### src/m_ext_pkg.sv
// Shared definitions for the M-extension divide path
// Default data width
// Divide operation encoding and op code width
// Iteration counter width of the divider
package m_ext_pkg;

    // Default data width, overridden through the top level parameter
    localparam int unsigned XLEN = 32;

    // Width of the op code coming from the execute stage
    localparam int unsigned ALU_D_OPS_W = 3;

    // Divide operation codes
    // Bit 2 is set for every divide request and starts the divider
    typedef enum logic [ALU_D_OPS_W-1:0] {
        ALU_D_OPS_NONE = 3'b000,  // No request
        ALU_D_OPS_DIV  = 3'b100,  // Signed quotient
        ALU_D_OPS_DIVU = 3'b101,  // Unsigned quotient
        ALU_D_OPS_REM  = 3'b110,  // Signed remainder
        ALU_D_OPS_REMU = 3'b111   // Unsigned remainder
    } alu_d_ops_e;

    // Counter width for one quotient bit per cycle
    // Counts from 0 up to width - 1
    function automatic int unsigned div_cnt_w(input int unsigned width);
        int unsigned cnt_w;
        if (width <= 2) begin
            cnt_w = 1;
        end else begin
            cnt_w = $clog2(width);
        end
        return cnt_w;
    endfunction

endpackage

### src/divider.sv
// Iterative unsigned restoring divider
// One quotient bit per cycle, shift and subtract
// Zero divisor finishes one cycle after start
// Abort returns the core to idle
module divider #(
    parameter int unsigned XLEN = 32
) (
    input  logic            clk,
    input  logic            rst_n,
    input  logic            start_i,
    input  logic            abort_i,
    input  logic [XLEN-1:0] opr1_i,   // Dividend
    input  logic [XLEN-1:0] opr2_i,   // Divisor
    output logic            done_o,
    output logic [XLEN-1:0] quo_o,
    output logic [XLEN-1:0] rem_o,
    output logic            busy_o
);

    localparam int unsigned CNT_W = m_ext_pkg::div_cnt_w(XLEN);

    logic             busy_ff;
    logic             done_ff;
    logic [CNT_W-1:0] cnt_ff;
    logic [XLEN-1:0]  quo_ff;      // Dividend bits leave at the top, quotient bits enter below
    logic [XLEN-1:0]  rem_ff;
    logic [XLEN-1:0]  dvsr_ff;
    logic [XLEN:0]    rem_shift;
    logic [XLEN:0]    rem_sub;
    logic             sub_ok;
    logic             last_iter;

    // Partial remainder with the next dividend bit shifted in
    assign rem_shift = {rem_ff, quo_ff[XLEN-1]};
    assign rem_sub   = rem_shift - {1'b0, dvsr_ff};
    assign sub_ok    = rem_shift >= {1'b0, dvsr_ff};
    assign last_iter = cnt_ff == CNT_W'(XLEN - 1);

    always_ff @(posedge clk) begin
        if (!rst_n || abort_i) begin
            busy_ff <= 1'b0;
            done_ff <= 1'b0;
            cnt_ff  <= '0;
        end else begin
            done_ff <= 1'b0;              // Single cycle pulse
            if (start_i) begin
                busy_ff <= |opr2_i;
                done_ff <= ~|opr2_i;      // Zero divisor skips the iterations
                cnt_ff  <= '0;
            end else if (busy_ff) begin
                cnt_ff <= cnt_ff + 1'b1;
                if (last_iter) begin
                    busy_ff <= 1'b0;
                    done_ff <= 1'b1;
                end
            end
        end
    end

    always_ff @(posedge clk) begin
        if (start_i) begin
            dvsr_ff <= opr2_i;
            if (opr2_i == '0) begin
                // RISC-V result for division by zero
                quo_ff <= '1;
                rem_ff <= opr1_i;
            end else begin
                quo_ff <= opr1_i;
                rem_ff <= '0;
            end
        end else if (busy_ff) begin
            quo_ff <= {quo_ff[XLEN-2:0], sub_ok};
            rem_ff <= sub_ok ? rem_sub[XLEN-1:0] : rem_shift[XLEN-1:0];  // Restore on borrow
        end
    end

    assign done_o = done_ff;
    assign quo_o  = quo_ff;
    assign rem_o  = rem_ff;
    assign busy_o = busy_ff;

    // The divide unit must wait for the running division
    assert property (@(posedge clk) disable iff (!rst_n) start_i |-> !busy_o)
        else $error("divider started while an iteration is running");

endmodule

### src/divide.sv
// Divide unit of the M-extension
// Operand capture with sign stripping, hold on stall, clear on flush
// Divider start, result sign fix, registered acknowledge and result
module divide #(
    parameter int unsigned XLEN = 32
) (
    input  logic                              clk,
    input  logic                              rst_n,
    input  logic [m_ext_pkg::ALU_D_OPS_W-1:0] alu_d_ops_i,
    input  logic [XLEN-1:0]                   alu_operand_1_i,
    input  logic [XLEN-1:0]                   alu_operand_2_i,
    input  logic                              stall_i,
    input  logic                              flush_i,
    output logic                              div_req_o,
    output logic                              div_ack_o,
    output logic [XLEN-1:0]                   alu_d_result_o
);

    m_ext_pkg::alu_d_ops_e alu_d_ops;
    m_ext_pkg::alu_d_ops_e alu_d_ops_ff;

    logic            signed_op;
    logic [XLEN-1:0] opr1_abs;
    logic [XLEN-1:0] opr2_abs;
    logic [XLEN-1:0] opr1_ff;
    logic [XLEN-1:0] opr2_ff;
    logic            opr1_sign_ff;
    logic            opr2_sign_ff;

    logic            div_start;
    logic            div_done;
    logic            div_busy;
    logic [XLEN-1:0] quo_u;
    logic [XLEN-1:0] rem_u;

    logic            ack_next;
    logic            ack_ff;
    logic [XLEN-1:0] result_next;
    logic [XLEN-1:0] result_ff;

    assign alu_d_ops = m_ext_pkg::alu_d_ops_e'(alu_d_ops_i);
    assign signed_op = (alu_d_ops == m_ext_pkg::ALU_D_OPS_DIV) ||
                       (alu_d_ops == m_ext_pkg::ALU_D_OPS_REM);

    // Magnitudes for the signed ops
    assign opr1_abs = (signed_op && alu_operand_1_i[XLEN-1]) ?
                      (~alu_operand_1_i + 1'b1) : alu_operand_1_i;
    assign opr2_abs = (signed_op && alu_operand_2_i[XLEN-1]) ?
                      (~alu_operand_2_i + 1'b1) : alu_operand_2_i;

    always_ff @(posedge clk) begin
        if (!rst_n || flush_i) begin
            alu_d_ops_ff <= m_ext_pkg::ALU_D_OPS_NONE;
        end else if (!stall_i) begin
            // Execute still shows the finished op in the ack cycle
            alu_d_ops_ff <= ack_ff ? m_ext_pkg::ALU_D_OPS_NONE : alu_d_ops;
        end
    end

    always_ff @(posedge clk) begin
        if (flush_i) begin
            opr1_ff      <= '0;
            opr2_ff      <= '0;
            opr1_sign_ff <= 1'b0;
            opr2_sign_ff <= 1'b0;
        end else if (!stall_i) begin
            opr1_ff      <= opr1_abs;
            opr2_ff      <= opr2_abs;
            opr1_sign_ff <= alu_operand_1_i[XLEN-1];
            opr2_sign_ff <= alu_operand_2_i[XLEN-1];
        end
    end

    // One start per request, never while a result is pending
    assign div_start = alu_d_ops_ff[2] & ~(ack_next | ack_ff) & ~div_busy;
    assign ack_next  = div_done & alu_d_ops_ff[2];

    always_comb begin
        result_next = '0;
        case (alu_d_ops_ff)
            m_ext_pkg::ALU_D_OPS_DIV: begin
                // Top bit set covers overflow and division by zero
                result_next = ((opr1_sign_ff ^ opr2_sign_ff) && !quo_u[XLEN-1]) ?
                              (~quo_u + 1'b1) : quo_u;
            end
            m_ext_pkg::ALU_D_OPS_DIVU: result_next = quo_u;
            m_ext_pkg::ALU_D_OPS_REM: begin
                result_next = opr1_sign_ff ? (~rem_u + 1'b1) : rem_u;  // Follows the dividend
            end
            m_ext_pkg::ALU_D_OPS_REMU: result_next = rem_u;
            default: result_next = '0;
        endcase
    end

    always_ff @(posedge clk) begin
        if (!rst_n || flush_i) begin
            ack_ff <= 1'b0;
        end else begin
            ack_ff <= ack_next;
        end
    end

    always_ff @(posedge clk) begin
        if (ack_next) begin
            result_ff <= result_next;
        end
    end

    divider #(
        .XLEN (XLEN)
    ) u_divider (
        .clk     (clk),
        .rst_n   (rst_n),
        .start_i (div_start),
        .abort_i (flush_i),
        .opr1_i  (opr1_ff),
        .opr2_i  (opr2_ff),
        .done_o  (div_done),
        .quo_o   (quo_u),
        .rem_o   (rem_u),
        .busy_o  (div_busy)
    );

    assign div_req_o      = alu_d_ops_ff[2];
    assign div_ack_o      = ack_ff;
    assign alu_d_result_o = result_ff;

    assert property (@(posedge clk) disable iff (!rst_n) div_ack_o |=> !div_ack_o)
        else $error("acknowledge held for more than one cycle");

    // Divider sees a single start pulse per request
    assert property (@(posedge clk) disable iff (!rst_n) div_start |=> !div_start)
        else $error("divider start held for more than one cycle");

endmodule

### src/div_fwd_stall.sv
// Forward-stall control for the divide unit
// Outstanding division flag, pipeline stall and flush forwarding
module div_fwd_stall (
    input  logic clk,
    input  logic rst_n,
    input  logic div_req_i,
    input  logic div_ack_i,
    input  logic flush_i,
    output logic stall_o,
    output logic flush_o
);

    logic outstanding_ff;

    // Set by a request, dropped on acknowledge or flush
    always_ff @(posedge clk) begin
        if (!rst_n || flush_i) begin
            outstanding_ff <= 1'b0;
        end else if (div_ack_i) begin
            outstanding_ff <= 1'b0;
        end else if (div_req_i) begin
            outstanding_ff <= 1'b1;
        end
    end

    // Released in the acknowledge cycle so execute advances at that edge
    assign stall_o = (div_req_i | outstanding_ff) & ~div_ack_i;
    assign flush_o = flush_i;     // Divide unit cancels on the same edge

    // Pipeline held right up to the result
    assert property (@(posedge clk) disable iff (!rst_n) div_ack_i |-> $past(stall_o))
        else $error("acknowledge arrived without a stalled request before it");

endmodule

### src/m_ext_div_top.sv
// Top level of the M-extension divide path
// Divide unit and its forward-stall control
module m_ext_div_top #(
    parameter int unsigned XLEN = m_ext_pkg::XLEN
) (
    input  logic                  clk,
    input  logic                  rst_n,
    input  m_ext_pkg::alu_d_ops_e alu_d_ops_i,
    input  logic [XLEN-1:0]       operand_1_i,
    input  logic [XLEN-1:0]       operand_2_i,
    input  logic                  flush_i,
    output logic                  stall_o,
    output logic [XLEN-1:0]       result_o,
    output logic                  result_valid_o
);

    logic div_req;
    logic div_flush;

    divide #(
        .XLEN (XLEN)
    ) u_divide (
        .clk             (clk),
        .rst_n           (rst_n),
        .alu_d_ops_i     (alu_d_ops_i),
        .alu_operand_1_i (operand_1_i),
        .alu_operand_2_i (operand_2_i),
        .stall_i         (stall_o),          // Own stall holds the captured op
        .flush_i         (div_flush),
        .div_req_o       (div_req),
        .div_ack_o       (result_valid_o),
        .alu_d_result_o  (result_o)
    );

    div_fwd_stall u_div_fwd_stall (
        .clk       (clk),
        .rst_n     (rst_n),
        .div_req_i (div_req),
        .div_ack_i (result_valid_o),
        .flush_i   (flush_i),
        .stall_o   (stall_o),
        .flush_o   (div_flush)
    );

endmodule

### config.mk
export PLATFORM = sky130hd
export DESIGN_NAME = m_ext_div_top
export DESIGN_NICKNAME = d
export VERILOG_FILES = /design/src/m_ext_pkg.sv /design/src/divider.sv /design/src/divide.sv /design/src/div_fwd_stall.sv /design/src/m_ext_div_top.sv
export SDC_FILE = /design/constraint.sdc
export NUM_CORES = 1
export LEC_CHECK = 0
export ABC_AREA = 0
export BUFFER_PORTS_ARGS = -buffer_cell sky130_fd_sc_hd__buf_2
export CAP_MARGIN = 0
export CORE_ASPECT_RATIO = 1.75
export CORE_UTILIZATION = 57
export CTS_BUF_LIST = sky130_fd_sc_hd__clkbuf_4 sky130_fd_sc_hd__clkbuf_8
export CTS_CLUSTER_SIZE = 8
export DETAILED_ROUTE_END_ITERATION = 8
export GPL_TIMING_DRIVEN = 0
export PLACE_DENSITY = 0.79
export SYNTH_ARGS = -nofsm -noshare
export SYNTH_HDL_FRONTEND = slang
export SYNTH_SLANG_ARGS = --single-unit
### constraint.sdc
create_clock -name clk -period 3.2 [get_ports clk]
set_clock_uncertainty 0.05 [all_clocks]
set_input_delay 0.64 -clock clk [delete_from_list [all_inputs] [get_ports clk]]
set_output_delay 0.64 -clock clk [all_outputs]
set_load 0.1 [all_outputs]
* Yosys cells after proc, flatten, opt, wreduce, memory -nomap -nowiden
Index checks and enable logic that the tools add are counted.
Cells by class: bitwise logic cells 14, $mul 0, reductions and logical operators 13, equal/unequal tests 7, add/sub/neg operators 6, divide/modulo/power cells 0, mux-type cells 19, $lt $le $gt $ge 1, shift-type cells 0
Operators with widths (number):
- $mux W32 | 11
- $add A32 B1 Y32 const B | 4
- $not A32 Y32 | 4
- $pmux W32 S4 | 1
- $ge A33 B32 Y1 | 1
- $logic_not A32 Y1 | 1
- $reduce_or A32 Y1 | 1
- $sub A32 B32 Y32 | 1
- $eq A3 B3 Y1 const B | 6
- $mux W1 | 6
- $add A5 B1 Y5 const B | 1
- $eq A5 B5 Y1 const B | 1
- $and A1 B1 Y1 | 4
- $reduce_or A2 Y1 | 2
- $logic_and A1 B1 Y1 | 3
- $logic_not A1 Y1 | 3
- $mux W3 | 1
- $not A1 Y1 | 3
- $logic_or A1 B1 Y1 | 2
- $or A1 B1 Y1 | 2
- $reduce_bool A2 Y1 | 1
- $xor A1 B1 Y1 | 1
Word-level totals: logic and storage cells 74, bits of input ports 70, register bits 206, output and inout port bits 34, memories 0, bits in latches 0, memory bits (read-only) 0, RAM bits 0

* Depth between registers and ports, before layout
depth in word-level cells 6, depth in mapped cells 13, depth with buffers taken out 11

* Modules after synthesis
A second synthesis with hierarchy kept.
Unflattened totals: cell total of the unflattened synthesis 1501, area total of the unflattened synthesis 13481.7 µm²
By module, submodules not included:
- divide | sequential area each 2362.3 µm², area each 7083.0 µm², cells each 858, instances 1
- divider | sequential area each 3022.9 µm², area each 6348.6 µm², cells each 638, instances 1
- div_fwd_stall | sequential area each 20.0 µm², area each 50.0 µm², cells each 5, instances 1

* Worst setup path after synthesis
Ideal clock, no wire load.
path kind reg2out, from reg u_divide.ack_ff, in the netlist u_divide.div_ack_o, to out stall_o, arrival time 2.413 ns, buffers on the path 2, data required time 2.510 ns, setup slack 0.097 ns, cell stages (with the launch flop) 5, cell sequence dfxtp_1 > or2_2 > clkbuf_1 > inv_1 > clkbuf_1
On the way: word-level cells in the longest chain between the ends 2
Ends and longest elaborated chain:
- start: declaration | line divide.sv:37 | logic ack_ff;
- start signal: assignment | line divide.sv:99 | ack_ff <= ack_next;
- $not A1 Y1 | line div_fwd_stall.sv:27 | assign stall_o = (div_req_i | outstanding_ff) & ~div_ack_i;
- $and A1 B1 Y1 | line div_fwd_stall.sv:27
- end: declaration | line m_ext_div_top.sv:12 | output logic stall_o,
No other way between the ends.

* Worst setup path in the final report
from reg u_divide.u_divider.rem_ff[16], in the netlist u_divide.u_divider.rem_o[16], to reg u_divide.result_ff[27], in the netlist u_divide.alu_d_result_o[27] (data pin)
On the way: word-level cells in the longest chain between the ends 4
Ends and longest elaborated chain:
- start: declaration | line divider.sv:26 | logic [XLEN-1:0] rem_ff;
- start signal: assignment | line divider.sv:66 | rem_ff <= opr1_i;
- start signal: assignment | line divider.sv:73 | rem_ff <= sub_ok ? rem_sub[XLEN-1:0] : rem_shift[XLEN-1:0];
- $not A32 Y32 | line divide.sv:88 | result_next = opr1_sign_ff ? (~rem_u + 1'b1) : rem_u;
- $add A32 B1 Y32 | line divide.sv:88
- $mux W32 | line divide.sv:88
- $pmux W32 S4 | line divide.sv:80 | case (alu_d_ops_ff)
- via u_divide.result_next[27] | line divide.sv:38 | logic [XLEN-1:0] result_next;
- end signal: assignment | line divide.sv:105 | result_ff <= result_next;
- end: declaration | line divide.sv:39 | logic [XLEN-1:0] result_ff;
The timed path passes the listed nets, and every way through them passes these cells. A chain may end at the register's enable or synchronous reset.

==> flow_summary.toml <==
[logic_synthesis]
async_flop_share_pct = 0
syn_inst = 1446
synth-edff-count = 128
yosysWarnings = 0
synthTopCellsByCount = "172 x nand2_1, 137 x o21ai_0, 128 x edfxtp_1"
ys_ff_latch = 206
synth_flop_cell = "edfxtp_1"
synth_fp_nets = 1555
netlist.area_leader.share_pct = 29.8
yosysMostFrequentCell = "nand2_1"
ys_seq_area_share_pct = 41.9
syn_avg_cell_area_um2 = 8.92
yosysUniqueCellTypes = 77
netlist_area_um2 = 12900
yosys-top-cells-area = "edfxtp_1 30%, dfxtp_1 12%, o21ai_0 5.3%"
synth_top_area_cell = "edfxtp_1"

[setup_path]
cp_data_arrival_time_ns = 3.50
crit_required_ns = 3.51
end_kind = "flip-flop"
critPathLaunchType = "flip-flop"
path_class = "flip-flop to flip-flop"
cp_max_fo = 6

[clocking]
cts_root_buf = "clkbuf_8"
cts_buffers = 31
hold_buffers = 0
clock_latency_ns = 0.61
cts_htree_levels = 1
clockBufferDepth = 3
clk_pin_slew_ns = 0.06
cts_tree = "yes"
numClockSinks = 206

[timing]
tightest_slew_ns = 0.860
min_period_ns = 3.19
rsz0062_at_grt = "yes"
clock.fmax_mhz = 313
drv_slew = 0
slew_headroom_pct = 42.2
hold_viol = 0
finalSetupViolCount = 0
period_share_pct = 99.8

[layout]
n_antenna_cell = 0
area_growth_syn_to_layout_pct = 17.4
final_core_util_pct = 68.4
nNetsFinal = 1716
final_area_um2 = 15200
layout-drive-gt1-share_pct = 18.3

[pwr]
power.density_nw_per_um2 = 461
power.total_mw = 6.98
p_leak_nw = 5.88
vdd_drop_max_uv = 337

[flow_run]
maxCapViolCount = 0

[worst_hold_path]
hold_path.class = "primary input to flip-flop"

[global_route]
grt_overflow_total = 0
grt_first_pass_wirelength_mm = 60.8
grt_max_degree = 65
first_global_vias = 11600
track_usage_pct = 34.6
antenna_found_initial = 0

[floorplan]
io_pins = 104
rows = 72
dieArea_um2 = 23300
coreArea_um2 = 22200
start_util_pct = 58.2
dieWidth_um = 116
chipHeight_um = 201

[drt]
drt-total-wl_mm = 40.3
final_antenna_net_count = 0
via_count = 11800
routedWlPerCell_um = 20.9
via_per_inst = 6.10
drt-pass1-iter-count = 5
drtIter0Drc = 987
drc = 0

[placed_design]
place.port_buffers = 102
dpl.hpwl_mm = 30.9
placed_area_um2 = 13800
gp_congestion = 0.949

[run_status]
run_status = "finished, final reports clean"
-- cell families (layout without fill, tap and decap cells) --
| logic type | after synthesis | in the layout | synth area share [%] |
|---|---|---|---|
| xor+xnor | 116 | 116 | 7.88 |
| buf+inv | 140 | 325 | 4.25 |
| simple gates | 473 | 473 | 17.4 |
| mux | 28 | 28 | 2.30 |
| fa+ha+maj | 39 | 39 | 3.84 |
| flops | 206 | 206 | 41.9 |
| compound gates | 444 | 444 | 22.4 |
-- cells in the final DEF, fill, tap and decap left out, drive strengths merged, types with 8 or more instances in the layout --
cell and instances:
nand2 172, buf 151, o21ai 144, edfxtp 128, nor2 122, clkbuf 117, a21oi 90, dfxtp 78
xor2 59, xnor2 57, inv 55, a211oi 45, ha 38, a22oi 33, nor3 28, nor4 25
o31ai 22, a21o 20, or3 19, nand2b 17, mux2i 15, o41ai 15, nor2b 14, a311oi 14
mux2 13, nand3 13, nand4 12, or4 12, nand3b 9, and2 9, a22o 8
-- metrics by stage --
stage | cells | setup slack [ns] | setup TNS (ns) | hold slack (ns)
3_3_place_gp | 1844 | -0.846 | -40.34 | 0.391
4_1_cts | 1910 | 0.00306 | 0 | 0.277
2_1_floorplan | 1446 | 0.0966 | 0 | 0.380
5_1_grt | 1927 | -0.114 | -0.937 | 0.310
3_5_place_dp | 1845 | -0.873 | -25.07 | 0.394
6_report | 1927 | 0.00662 | 0 | 0.291
-- worst paths after layout --
check / startpoint / end / slack, ns / cells after the start
worst min-delay path: alu_d_ops_i[1] / u_divide.alu_d_ops_ff[1] / 0.29 / 3
worst max register to register: u_divide.u_divider.rem_o[16] / u_divide.alu_d_result_o[27] / 0.007 / 8
worst max-delay path: u_divide.u_divider.rem_o[16] / u_divide.alu_d_result_o[27] / 0.007 / 8
worst min register to register: u_divide.opr2_ff[26] / u_divide.u_divider.dvsr_ff[26] / 0.41 / 0
-- final cells by class --
cell class / count / area [µm²]
repair buffers: 137 / 835
clock buffers: 56 / 639
flip-flops and latches: 206 / 5410
inverters: 56 / 214
multi-input cells: 1100 / 7320
fillers: 1866 / 7010
well taps: 296 / 370
clock inverters: 1 / 5.00
plain buffers: 75 / 365
-- registers in the layout, summed over array words and instances (netlist names), 3 cells and up --
signal / cells
u_divide.opr2_ff: 32
u_divide.alu_d_result_o: 32
u_divide.alu_d_ops_ff: 3
u_divide.u_divider.rem_o: 32
u_divide.u_divider.quo_o: 32
u_divide.opr1_ff: 32
u_divide.u_divider.dvsr_ff: 32
u_divide.u_divider.cnt_ff: 5
-- critical path, cell delays in order, from the launching register on --
cell and delay, ns:
edfxtp_1 0.53, or3_4 0.46, or3_4 0.37, or4_4 0.42
or3_4 0.43, o41ai_4 0.26, xor2_1 0.20, nand2_1 0.11
o211a_1 0.14
-- repair_timing --
| item | 4_1_cts | 5_1_grt |
|---|---|---|
| pin swaps | 4 | 29 |
| cloned | 1 | 2 |
| endpoints found under the setup margin | 41 | 72 |
| buffers inserted | 13 | 18 |
| resized for setup | 27 | 99 |
-- metal layers --
layer	track usage, %	vias up	wire [µm]
li1	-	5654	-
met1	34.4	5433	13800
met2	64.1	504	21300
met3	3.56	162	1840
met4	25.8	0	3370
met5	0	-	0
-- report_power, final --
part	internal, mW	switching [mW]
registers	3.02	0.195
clock network	1.23	1.03
logic	0.627	0.876
total	4.88	2.10
(Power assumes the default switching activity.)
